File: config.mk
export PLATFORM = sky130hd
export DESIGN_NAME = bse_top
export DESIGN_NICKNAME = d
export VERILOG_FILES = /design/src/bse_pkg.sv /design/src/bse_apb_regs.sv /design/src/bse_serial_alu.sv /design/src/bse_state.sv /design/src/bse_top.sv
export SDC_FILE = /design/constraint.sdc
export NUM_CORES = 1
export LEC_CHECK = 0
export BUFFER_PORTS_ARGS = -buffer_cell sky130_fd_sc_hd__buf_4
export CORE_MARGIN = 10
export CORE_UTILIZATION = 62
export CTS_BUF_LIST = sky130_fd_sc_hd__clkbuf_4
export DETAILED_ROUTE_END_ITERATION = 7
export GPL_TIMING_DRIVEN = 0
export PLACE_DENSITY = 0.82
export SKIP_LAST_GASP = 1
export SLEW_MARGIN = 20
export SYNTH_ARGS = -nofsm -noshare
export SYNTH_HDL_FRONTEND = slang
export SYNTH_SLANG_ARGS = --single-unit
File: constraint.sdc
create_clock -name i_clk -period 2.6 [get_ports i_clk]
set_clock_uncertainty 0.1 [all_clocks]
set_input_delay 0.52 -clock i_clk [delete_from_list [all_inputs] [get_ports i_clk]]
set_output_delay 0.52 -clock i_clk [all_outputs]
set_load 0.01 [all_outputs]
File: src/bse_pkg.sv
package bse_pkg;

   // operand and result width of the serial engine
   localparam int BSE_XLEN = 32;

   // the bit position counter covers 0 to 31
   // its two low bits live in a one-hot ring inside the sequencer
   localparam int BSE_CNT_W = 5;

   // only the low five bits of operand b give the shift amount
   localparam int BSE_SHAMT_W = 5;

   // the apb address bus reaches up to the status register
   localparam int BSE_APB_AW = 5;

   // operation codes written to the command register
   // any code above OP_SRL makes the engine trap
   typedef enum logic [3:0] {
      OP_ADD  = 4'd0,
      OP_SUB  = 4'd1,
      OP_AND  = 4'd2,
      OP_OR   = 4'd3,
      OP_XOR  = 4'd4,
      OP_SLT  = 4'd5,
      OP_SLTU = 4'd6,
      OP_SLL  = 4'd7,
      OP_SRL  = 4'd8
   } bse_op_e;

   // byte offsets of the register map
   localparam logic [BSE_APB_AW-1:0] REG_OPA    = 5'h00;
   localparam logic [BSE_APB_AW-1:0] REG_OPB    = 5'h04;
   localparam logic [BSE_APB_AW-1:0] REG_CMD    = 5'h08;
   localparam logic [BSE_APB_AW-1:0] REG_RESULT = 5'h0C;
   localparam logic [BSE_APB_AW-1:0] REG_STATUS = 5'h10;

   // fields of the command register
   localparam int CMD_OP_LSB = 0;
   localparam int CMD_OP_MSB = 3;
   localparam int CMD_IRQ_EN = 8;

   // bit positions in the status register
   // done and trap are write-one-to-clear
   localparam int ST_BUSY = 0;
   localparam int ST_DONE = 1;
   localparam int ST_TRAP = 2;

endpackage

File: src/bse_apb_regs.sv
`timescale 1ns/1ps

module bse_apb_regs (
   input  logic                           i_clk,
   input  logic                           i_rst,
   input  logic                           i_psel,
   input  logic                           i_penable,
   input  logic                           i_pwrite,
   input  logic [bse_pkg::BSE_APB_AW-1:0] i_paddr,
   input  logic [bse_pkg::BSE_XLEN-1:0]   i_pwdata,
   input  logic                           i_done,
   input  logic                           i_trap,
   input  logic [bse_pkg::BSE_XLEN-1:0]   i_result,
   output logic [bse_pkg::BSE_XLEN-1:0]   o_prdata,
   output logic                           o_pready,
   output logic                           o_pslverr,
   output logic                           o_irq,
   output logic                           o_start,
   output bse_pkg::bse_op_e               o_op,
   output logic [bse_pkg::BSE_XLEN-1:0]   o_opa,
   output logic [bse_pkg::BSE_XLEN-1:0]   o_opb
);
   import bse_pkg::*;

   logic                access;
   logic                sel_opa;
   logic                sel_opb;
   logic                sel_cmd;
   logic                sel_res;
   logic                sel_st;
   logic                mapped;
   logic                locked;
   logic                wr_ok;
   logic                busy;
   logic                done_f;
   logic                trap_f;
   logic                irq_en;
   logic                start_q;
   bse_op_e             op_q;
   logic [BSE_XLEN-1:0] opa_q;
   logic [BSE_XLEN-1:0] opb_q;
   logic [BSE_XLEN-1:0] result_q;

   // a transfer only takes effect in the access phase
   assign access = i_psel & i_penable;

   assign sel_opa = (i_paddr == REG_OPA);
   assign sel_opb = (i_paddr == REG_OPB);
   assign sel_cmd = (i_paddr == REG_CMD);
   assign sel_res = (i_paddr == REG_RESULT);
   assign sel_st  = (i_paddr == REG_STATUS);
   assign mapped  = sel_opa | sel_opb | sel_cmd | sel_res | sel_st;

   // operands and command are frozen while the engine is running
   assign locked = busy & (sel_opa | sel_opb | sel_cmd);
   assign wr_ok  = access & i_pwrite & mapped & !locked;

   // there are no wait states
   assign o_pready = 1'b1;
   // a refused write reports an error and leaves every register alone
   assign o_pslverr = access & (!mapped | (i_pwrite & locked));

   // read mux, unmapped offsets return zero
   always_comb begin
      o_prdata = '0;
      if (sel_opa) begin
         o_prdata = opa_q;
      end else if (sel_opb) begin
         o_prdata = opb_q;
      end else if (sel_cmd) begin
         o_prdata[CMD_OP_MSB:CMD_OP_LSB] = op_q;
         o_prdata[CMD_IRQ_EN]            = irq_en;
      end else if (sel_res) begin
         o_prdata = result_q;
      end else if (sel_st) begin
         o_prdata[ST_BUSY] = busy;
         o_prdata[ST_DONE] = done_f;
         o_prdata[ST_TRAP] = trap_f;
      end
   end

   always_ff @(posedge i_clk) begin
      if (i_rst) begin
         opa_q    <= '0;
         opb_q    <= '0;
         result_q <= '0;
         op_q     <= OP_ADD;
         irq_en   <= 1'b0;
         busy     <= 1'b0;
         done_f   <= 1'b0;
         trap_f   <= 1'b0;
         start_q  <= 1'b0;
      end else begin
         // start is a single cycle strobe
         start_q <= 1'b0;
         if (wr_ok & sel_opa) begin
            opa_q <= i_pwdata;
         end
         if (wr_ok & sel_opb) begin
            opb_q <= i_pwdata;
         end
         // writing a one clears the matching sticky flag
         if (wr_ok & sel_st) begin
            if (i_pwdata[ST_DONE]) begin
               done_f <= 1'b0;
            end
            if (i_pwdata[ST_TRAP]) begin
               trap_f <= 1'b0;
            end
         end
         // an accepted command starts a new operation in the next cycle
         if (wr_ok & sel_cmd) begin
            op_q    <= bse_op_e'(i_pwdata[CMD_OP_MSB:CMD_OP_LSB]);
            irq_en  <= i_pwdata[CMD_IRQ_EN];
            start_q <= 1'b1;
            busy    <= 1'b1;
            done_f  <= 1'b0;
            trap_f  <= 1'b0;
         end
         // the result register only changes on a real completion
         if (i_done) begin
            result_q <= i_result;
            done_f   <= 1'b1;
            busy     <= 1'b0;
         end
         if (i_trap) begin
            trap_f <= 1'b1;
            busy   <= 1'b0;
         end
      end
   end

   // level interrupt follows the sticky flags while enabled
   assign o_irq = irq_en & (done_f | trap_f);

   assign o_start = start_q;
   assign o_op    = op_q;
   assign o_opa   = opa_q;
   assign o_opb   = opb_q;

endmodule

File: src/bse_serial_alu.sv
`timescale 1ns/1ps

module bse_serial_alu (
   input  logic                         i_clk,
   input  logic                         i_rst,
   input  logic                         i_load,
   input  logic                         i_cnt_en,
   input  logic                         i_init,
   input  logic                         i_shamt_en,
   input  logic                         i_sh_run,
   input  bse_pkg::bse_op_e             i_op,
   input  logic [bse_pkg::BSE_XLEN-1:0] i_opa,
   input  logic [bse_pkg::BSE_XLEN-1:0] i_opb,
   output logic                         o_sh_done,
   output logic [bse_pkg::BSE_XLEN-1:0] o_result
);
   import bse_pkg::*;

   logic [BSE_XLEN-1:0]    a_buf;
   logic [BSE_XLEN-1:0]    b_buf;
   logic [BSE_XLEN-1:0]    result_q;
   logic [BSE_SHAMT_W-1:0] shamt;
   logic                   carry;
   logic                   cmp;
   logic                   a_bit;
   logic                   b_bit;
   logic                   sub_like;
   logic                   b_eff;
   logic                   sum_bit;
   logic                   carry_nxt;
   logic                   lt_bit;
   logic                   run_en;
   logic                   res_bit;

   // both buffers present their lsb first
   assign a_bit = a_buf[0];
   assign b_bit = b_buf[0];

   // subtraction and compares add the inverted b with a carry in of one
   assign sub_like  = (i_op == OP_SUB) | (i_op == OP_SLT) | (i_op == OP_SLTU);
   assign b_eff     = b_bit ^ sub_like;
   assign sum_bit   = a_bit ^ b_eff ^ carry;
   assign carry_nxt = (a_bit & b_eff) | (a_bit & carry) | (b_eff & carry);

   // unsigned less than is a borrow out of the top bit
   // signed less than takes a's sign when the signs differ and the
   // sign of the difference otherwise
   // only the value left after bit 31 of the init pass is kept
   assign lt_bit = (i_op == OP_SLTU) ? !carry_nxt :
                   ((a_bit ^ b_bit) ? a_bit : sum_bit);

   // the run pass is every counting cycle outside the init pass
   assign run_en = i_cnt_en & !i_init;

   always_comb begin
      case (i_op)
         OP_ADD, OP_SUB: res_bit = sum_bit;
         OP_AND:         res_bit = a_bit & b_bit;
         OP_OR:          res_bit = a_bit | b_bit;
         OP_XOR:         res_bit = a_bit ^ b_bit;
         // the compare flag goes into bit 0 and is cleared behind it
         OP_SLT, OP_SLTU: res_bit = cmp;
         // shifted a simply streams out
         OP_SLL, OP_SRL: res_bit = a_bit;
         default:        res_bit = 1'b0;
      endcase
   end

   always_ff @(posedge i_clk) begin
      if (i_rst) begin
         a_buf    <= '0;
         b_buf    <= '0;
         result_q <= '0;
         shamt    <= '0;
         carry    <= 1'b0;
         cmp      <= 1'b0;
      end else begin
         // buffers rotate during a pass so they are intact for the next one
         if (i_load) begin
            a_buf <= i_opa;
            b_buf <= i_opb;
         end else if (i_cnt_en) begin
            a_buf <= {a_bit, a_buf[BSE_XLEN-1:1]};
            b_buf <= {b_bit, b_buf[BSE_XLEN-1:1]};
         end else if (i_sh_run) begin
            // one position per cycle of the shift interval with zero fill
            if (i_op == OP_SLL) begin
               a_buf <= {a_buf[BSE_XLEN-2:0], 1'b0};
            end else begin
               a_buf <= {1'b0, a_buf[BSE_XLEN-1:1]};
            end
         end

         // carry is preset whenever the counter is idle
         // that way every pass starts with the right carry in
         carry <= i_cnt_en ? carry_nxt : sub_like;

         if (i_cnt_en & i_init) begin
            cmp <= lt_bit;
         end else if (run_en) begin
            cmp <= 1'b0;
         end

         // b bits 0 to 4 enter at the top and end up in order
         if (i_shamt_en) begin
            shamt <= {b_bit, shamt[BSE_SHAMT_W-1:1]};
         end else if (i_sh_run) begin
            shamt <= shamt - 1'b1;
         end

         // result fills from the top so bit 0 lands last at position 0
         if (run_en) begin
            result_q <= {res_bit, result_q[BSE_XLEN-1:1]};
         end
      end
   end

   assign o_sh_done = (shamt == '0);
   assign o_result  = result_q;

endmodule

File: src/bse_state.sv
`timescale 1ns/1ps

module bse_state (
   input  logic             i_clk,
   input  logic             i_rst,
   input  logic             i_start,
   input  bse_pkg::bse_op_e i_op,
   input  logic             i_sh_done,
   output logic             o_load,
   output logic             o_cnt_en,
   output logic             o_init,
   output logic             o_shamt_en,
   output logic             o_sh_run,
   output logic             o_done,
   output logic             o_trap
);
   import bse_pkg::*;

   // upper bits of the bit position count normally
   logic [BSE_CNT_W-1:2] cnt_hi;
   // the two low bits are a one-hot ring that wraps every four cycles
   logic [3:0]           cnt_r;
   logic                 cnt_done;
   logic                 stage_two_req;
   logic                 active;
   logic                 init_done;
   logic                 sh_phase;
   logic                 done_r;
   logic                 trap_r;
   logic                 legal;
   logic                 two_pass;
   logic                 shift_op;
   logic                 init_phase;
   logic                 cnt_req;
   logic                 cnt0to4;

   // sort the opcode into one pass, two pass and shift classes
   always_comb begin
      legal    = 1'b0;
      two_pass = 1'b0;
      shift_op = 1'b0;
      case (i_op)
         OP_ADD, OP_SUB, OP_AND, OP_OR, OP_XOR: begin
            legal = 1'b1;
         end
         OP_SLT, OP_SLTU: begin
            legal    = 1'b1;
            two_pass = 1'b1;
         end
         OP_SLL, OP_SRL: begin
            legal    = 1'b1;
            two_pass = 1'b1;
            shift_op = 1'b1;
         end
         default: begin
            legal = 1'b0;
         end
      endcase
   end

   // the counter runs whenever a bit is circulating in the ring
   assign o_cnt_en = |cnt_r;

   // the init pass is the first of two passes of a two pass operation
   assign init_phase = active & two_pass & !init_done;
   assign o_init     = o_cnt_en & init_phase;

   // positions 0 to 4 carry the shift amount bits of operand b
   assign cnt0to4    = (cnt_hi == 3'd0) | ((cnt_hi == 3'd1) & cnt_r[0]);
   assign o_shamt_en = o_init & cnt0to4;

   // legality is decided once on the start strobe
   assign o_load = i_start & legal;

   // the shift interval lasts until the shift amount counter hits zero
   assign o_sh_run = sh_phase & !i_sh_done;

   // either a fresh start or the stage two request kicks off a pass
   assign cnt_req = o_load | stage_two_req;

   always_ff @(posedge i_clk) begin
      if (i_rst) begin
         cnt_hi        <= '0;
         cnt_r         <= '0;
         cnt_done      <= 1'b0;
         stage_two_req <= 1'b0;
         active        <= 1'b0;
         init_done     <= 1'b0;
         sh_phase      <= 1'b0;
         done_r        <= 1'b0;
         trap_r        <= 1'b0;
      end else begin
         // upper count steps each time the ring wraps
         if (cnt_r[3]) begin
            cnt_hi <= cnt_hi + 1'b1;
         end
         // the request bit is shifted in while idle
         // the last position strobe blocks the wrap and so ends the pass
         cnt_r    <= {cnt_r[2:0], (cnt_r[3] & !cnt_done) | (cnt_req & !o_cnt_en)};
         // high during position 31
         cnt_done <= (cnt_hi == '1) & cnt_r[2];

         stage_two_req <= 1'b0;
         // a pass that is not the init pass writes the result
         done_r <= cnt_done & !init_phase;
         trap_r <= i_start & !legal;

         if (o_load) begin
            active    <= 1'b1;
            init_done <= 1'b0;
            sh_phase  <= 1'b0;
         end

         if (cnt_done) begin
            if (init_phase) begin
               init_done <= 1'b1;
               // compares go straight to the run pass after one idle cycle
               if (shift_op) begin
                  sh_phase <= 1'b1;
               end else begin
                  stage_two_req <= 1'b1;
               end
            end else begin
               active <= 1'b0;
            end
         end

         // shifts hand over to the run pass once the amount is used up
         if (sh_phase & i_sh_done) begin
            sh_phase      <= 1'b0;
            stage_two_req <= 1'b1;
         end
      end
   end

   assign o_done = done_r;
   assign o_trap = trap_r;

endmodule

File: src/bse_top.sv
`timescale 1ns/1ps

module bse_top (
   input  logic                           i_clk,
   input  logic                           i_rst,
   input  logic                           i_psel,
   input  logic                           i_penable,
   input  logic                           i_pwrite,
   input  logic [bse_pkg::BSE_APB_AW-1:0] i_paddr,
   input  logic [bse_pkg::BSE_XLEN-1:0]   i_pwdata,
   output logic [bse_pkg::BSE_XLEN-1:0]   o_prdata,
   output logic                           o_pready,
   output logic                           o_pslverr,
   output logic                           o_irq
);
   import bse_pkg::*;

   // register block to sequencer and datapath
   logic                start;
   bse_op_e             op;
   logic [BSE_XLEN-1:0] opa;
   logic [BSE_XLEN-1:0] opb;
   // sequencer back to the register block
   logic                done;
   logic                trap;
   // sequencer to datapath and back
   logic                load;
   logic                cnt_en;
   logic                init;
   logic                shamt_en;
   logic                sh_run;
   logic                sh_done;
   logic [BSE_XLEN-1:0] result;

   bse_apb_regs u_regs (
      .i_clk     (i_clk),
      .i_rst     (i_rst),
      .i_psel    (i_psel),
      .i_penable (i_penable),
      .i_pwrite  (i_pwrite),
      .i_paddr   (i_paddr),
      .i_pwdata  (i_pwdata),
      .i_done    (done),
      .i_trap    (trap),
      .i_result  (result),
      .o_prdata  (o_prdata),
      .o_pready  (o_pready),
      .o_pslverr (o_pslverr),
      .o_irq     (o_irq),
      .o_start   (start),
      .o_op      (op),
      .o_opa     (opa),
      .o_opb     (opb)
   );

   bse_state u_state (
      .i_clk      (i_clk),
      .i_rst      (i_rst),
      .i_start    (start),
      .i_op       (op),
      .i_sh_done  (sh_done),
      .o_load     (load),
      .o_cnt_en   (cnt_en),
      .o_init     (init),
      .o_shamt_en (shamt_en),
      .o_sh_run   (sh_run),
      .o_done     (done),
      .o_trap     (trap)
   );

   bse_serial_alu u_alu (
      .i_clk      (i_clk),
      .i_rst      (i_rst),
      .i_load     (load),
      .i_cnt_en   (cnt_en),
      .i_init     (init),
      .i_shamt_en (shamt_en),
      .i_sh_run   (sh_run),
      .i_op       (op),
      .i_opa      (opa),
      .i_opb      (opb),
      .o_sh_done  (sh_done),
      .o_result   (result)
   );

endmodule

## Yosys cells after proc, flatten, opt, wreduce, memory -nomap -nowiden

Index checks and enable logic that the tools add are counted.

- Bits of input ports: 42
- Bits in registers: 222
- Word-level logic and storage cells: 170
- Output and inout port bits: 35

- Add/sub/neg operators: 2
- Reduce and logical (&&, ||, !) cells: 32
- Bitwise gates (word level): 49
- Equal/unequal tests: 14
- Mux-type cells: 49

Operators with widths:

| operator | count |
|---|---|
| $mux W32 | 8 |
| $mux W1 | 32 |
| $and A1 B1 Y1 | 31 |
| $mux W29 | 1 |
| $mux W23 | 1 |
| $eq A4 B3 Y1 const B | 4 |
| $reduce_bool A3 Y1 | 5 |
| $or A1 B1 Y1 | 14 |
| $eq A5 B4 Y1 const B | 2 |
| $logic_not A1 Y1 | 10 |
| $logic_not A5 Y1 | 2 |
| $mux W5 | 2 |
| $reduce_or A9 Y1 | 1 |
| $eq A4 B2 Y1 const B | 2 |
| $mux W4 | 2 |
| $reduce_or A2 Y1 | 4 |
| $reduce_or A4 Y1 | 2 |
| $mux W3 | 2 |
| $pmux W1 S6 | 1 |
| $reduce_bool A2 Y1 | 3 |
| $eq A5 B3 Y1 const B | 1 |
| $eq A5 B5 Y1 const B | 1 |
| $sub A5 B1 Y5 const B | 1 |
| $eq A4 B1 Y1 const B | 1 |
| other kinds (9) | 13 |

## Longest topological paths before layout

- Depth after elaboration: 11
- Mapped depth: 9
- Mapped depth without buffers: 8

## Cells and area by module

Synthesis repeated with hierarchy kept, for this count alone.

- Cell total of the unflattened synthesis: 1171
- Area total of the unflattened synthesis: 10356.2 um^2

Modules (own cells, without submodules):

| module | seq. area each (um^2) | instances | area each (um^2) | cells an instance |
|---|---|---|---|---|
| bse_apb_regs | 2102.0 | 1 | 5086.1 | 577 |
| bse_serial_alu | 2062.0 | 1 | 4603.2 | 532 |
| bse_state | 280.3 | 1 | 666.9 | 62 |

## Worst setup path before layout

No wires, ideal clock.

- Kind: input to output
- From: input i_paddr[4] in the netlist's numbering
- To: output o_prdata[1] in the netlist's numbering
- Arrival time: 2024 ps
- Cell stages on the path: 6
- Required time: 1980 ps
- Buffers on the path: 2
- Slack: -44 ps
- Cells stage by stage: or3_1 -> buf_2 -> nor3b_2 -> clkbuf_1 -> a22oi_1 -> a31oi_1

- Word-level cells in the longest chain between the ends: 6
- Elaborated cells on any way between the ends: 10
- Those cells by class: eq/ne (4); mux (5); reduce/logical (1)

RTL lines:

| element | RTL line | source |
|---|---|---|
| start: declaration | bse_top.sv:9 | `input logic [bse_pkg::BSE_APB_AW-1:0] i_paddr,` |
| $eq A5 B5 Y1 | bse_apb_regs.sv:51 | `assign sel_st = (i_paddr == REG_STATUS);` |
| $mux W3 | bse_apb_regs.sv:75 | `end else if (sel_st) begin` |
| $mux W3 | bse_apb_regs.sv:73 | `end else if (sel_res) begin` |
| $mux W4 | bse_apb_regs.sv:70 | `end else if (sel_cmd) begin` |
| $mux W32 | bse_apb_regs.sv:68 | `end else if (sel_opb) begin` |
| $mux W32 * | bse_apb_regs.sv:66 | `if (sel_opa) begin` |
| end: declaration | bse_top.sv:11 | `output logic [bse_pkg::BSE_XLEN-1:0] o_prdata,` |

Mark *: on every way between the ends. The rest lies on a longest branch, timed or not.

## Final worst setup path

- From: input i_paddr[1] in the netlist's numbering
- To: output o_prdata[1] in the netlist's numbering

The elaborated chain is that of the path after synthesis.

==> impl_metrics.ini <==
[route]
postRouteAntennaNets = 0
wl_mm = 28.2
post-route-drc-count = 2
drt_iter0_drc = 982
via_per_inst = 6.04
vias = 9061
drt-pass1-iter-count = 8
wl_per_cell_um = 18.8

[sta]
rsz0062_at_grt = yes
fin_setup_tns_ns = -0.0658
period_share = 1.01
final_hold_viol_count = 0
relSlewSlack = 0.360
fin_crit_ns = 2.63
timing.final.ws_setup_ns = -0.0338
worst_slew_pin_slew_ns = 0.960
setup_violations = 3
fmax_mhz = 380
slew_violations = 0

[synth]
synth_most_common_cell = nand2_1
ys_types = 54
synth-edff-count = 0
synthFlopType = dfxtp_1
async_flop_share = 0
yosysTopAreaCell = dfxtp_1
synth_nets = 1168
synth_common_cells = 266 x nand2_1, 222 x dfxtp_1, 124 x nor2_1, 111 x a21oi_1, 76 x mux2i_1
synth_warnings = 0
syn_avg_cell_area_sq_um = 8.43
yosysSeqAreaShare = 0.472
synth_area_leaders = dfxtp_1 47%, nand2_1 11%, mux2i_1 8.1%
ys_ff_latch = 222
yosysTopAreaCellShare = 0.472
synthCells = 1117
synth.cell_area_sq_um = 9410

[placed_design]
postPlaceCellArea_sq_um = 10200
gp_congestion = 0.911
dpl.hpwl_mm = 19.2
io_buffers = 75
pre_cts_ws_ns = -0.604

[cells_and_area]
layout-area-overhead-vs-synth_pct = 20.9
nets = 1332
final_area_sq_um = 11400
drive_gt1_frac = 0.176

[grt]
track_usage = 0.264
antenna_found_initial = 1
grt_max_degree = 16
grt_util_met3 = 0.0584
grt_pass1_vias = 8631
grt-busiest-layer = met2
grt_pass1_wl_mm = 44.1
use_met2 = 0.414
overflow = 0
gr-usage-met1 = 0.338

[status]
status = finished, violations left
violations = DRC, setup timing

[die]
io_pins = 77
die_h_um = 143
initial_core_util = 0.640
fp.dieW_um = 143
placementRows = 44
core_region_area_sq_um = 14700
dieArea_sq_um = 20500

[pwr]
vdd_drop_max_uv = 468
power.density_nw_per_um2 = 576
power.total_uw = 6560
power.leakage_uw = 0.00430

[flow_run]
cap_violations = 0

[hold_path]
hold_path_class = input port to flop

[clock_tree]
cts_root_buf = clkbuf_4
cts_tree = yes
cts_inserted_buffers = 57
clock_latency_ns = 0.68
cts_sinks = 222
htreeDepth = 2
clockBufferDepth = 3
clk_pin_slew_ns = 0.06

[worst_setup_path]
startpoint_type = input port
cp-end-kind = output port
critPathMaxFanout = 5
worstPathRequired_ns = 1.98
setup.worst_path.class = input port to output port
crit_arrival_ns = 2.01
sequential cells by signal (all words and copies together) (netlist names), 5 cells and up:
register	cells
u_alu.o_result	32
u_regs.o_opb	32
u_alu.shamt	5
u_regs.result_q	32
u_regs.o_opa	32
u_alu.b_buf	32
u_alu.a_buf	32
layer usage:
layer	routed length (um)	share of wire	vias up
li1	-	-	4235
met1	11600	0.41	4240
met2	12800	0.45	511
met4	1040	0.037	0
met5	0	0	-
met3	2750	0.098	75
critical path, cell delays in order:
cell and delay, ns:
buf_6 0.10, or3_4 0.44, nor3b_4 0.22, buf_6 0.16, buf_8 0.12, a22oi_2 0.08
a31oi_1 0.21, buf_4 0.16
cell type report:
class | instances | area (sq um)
multi-input cells | 768 | 4520
repair buffers | 108 | 915
clock inverters | 14 | 88.8
inverters | 37 | 139
plain buffers | 87 | 449
clock buffers | 79 | 593
diodes | 1 | 2.50
flip-flops and latches | 222 | 4440
fillers | 1063 | 3320
well taps | 184 | 230
report_power, final:
group          switching, uW  internal (uW)
logic                    144            100
registers               3.47           3400
clock network           1420           1490
cell usage in the layout (no fill, tap or decap), drive strengths merged, types with 29 or more instances in the layout:
master,count
a21oi,115
a221o,30
a222oi,29
a311oi,32
buf,117
clkbuf,137
dfxtp,222
inv,37
mux2i,76
nand2,266
nor2,124
metrics by stage:
step | instances | hold WS [ns] | utilization
3_5_place_dp | 1376 | 0.314 | 0.695
4_1_cts | 1493 | 0.00138 | 0.767
2_1_floorplan | 1117 | 0.299 | -
5_1_grt | 1500 | 0.00326 | 0.774
6_report | 1500 | 0.0246 | 0.774
3_3_place_gp | 1376 | 0.312 | 0.695
cell families after synthesis:
logic type / Yosys count / synth area share
AOI/OAI and AO/OA: 242 / 0.182
xor gates and xnor gates: 5 / 0.00465
adders and majority gates: 9 / 0.0128
buffers and inverters: 127 / 0.0572
DFF: 222 / 0.472
muxes: 76 / 0.0808
other: 1 / 0.000398
and+or+nand+nor: 435 / 0.190
path summary, 6_finish.rpt:
check	startpoint	to	slack [ns]	cells past startpoint
worst max register to register	u_alu.shamt[1]	u_alu.a_buf[18]	0.07	9
worst min register to register	u_state.o_trap	u_regs.busy	0.32	1
worst max-delay path	i_paddr[1]	o_prdata[1]	-0.03	8
worst min-delay path	i_pwdata[7]	u_regs.o_opb[7]	0.02	3
what timing repair did:
item / 4_1_cts / 5_1_grt
setup endpoints to repair: 62 / 85
hold buffers: 18 / 2
gates cloned: 1 / 0
hold endpoints to repair: 32 / 3
pin swaps: 7 / 10
setup buffers: 5 / 7
gates resized for setup: 39 / 22
No activity file was read; power rests on OpenSTA's default activity.
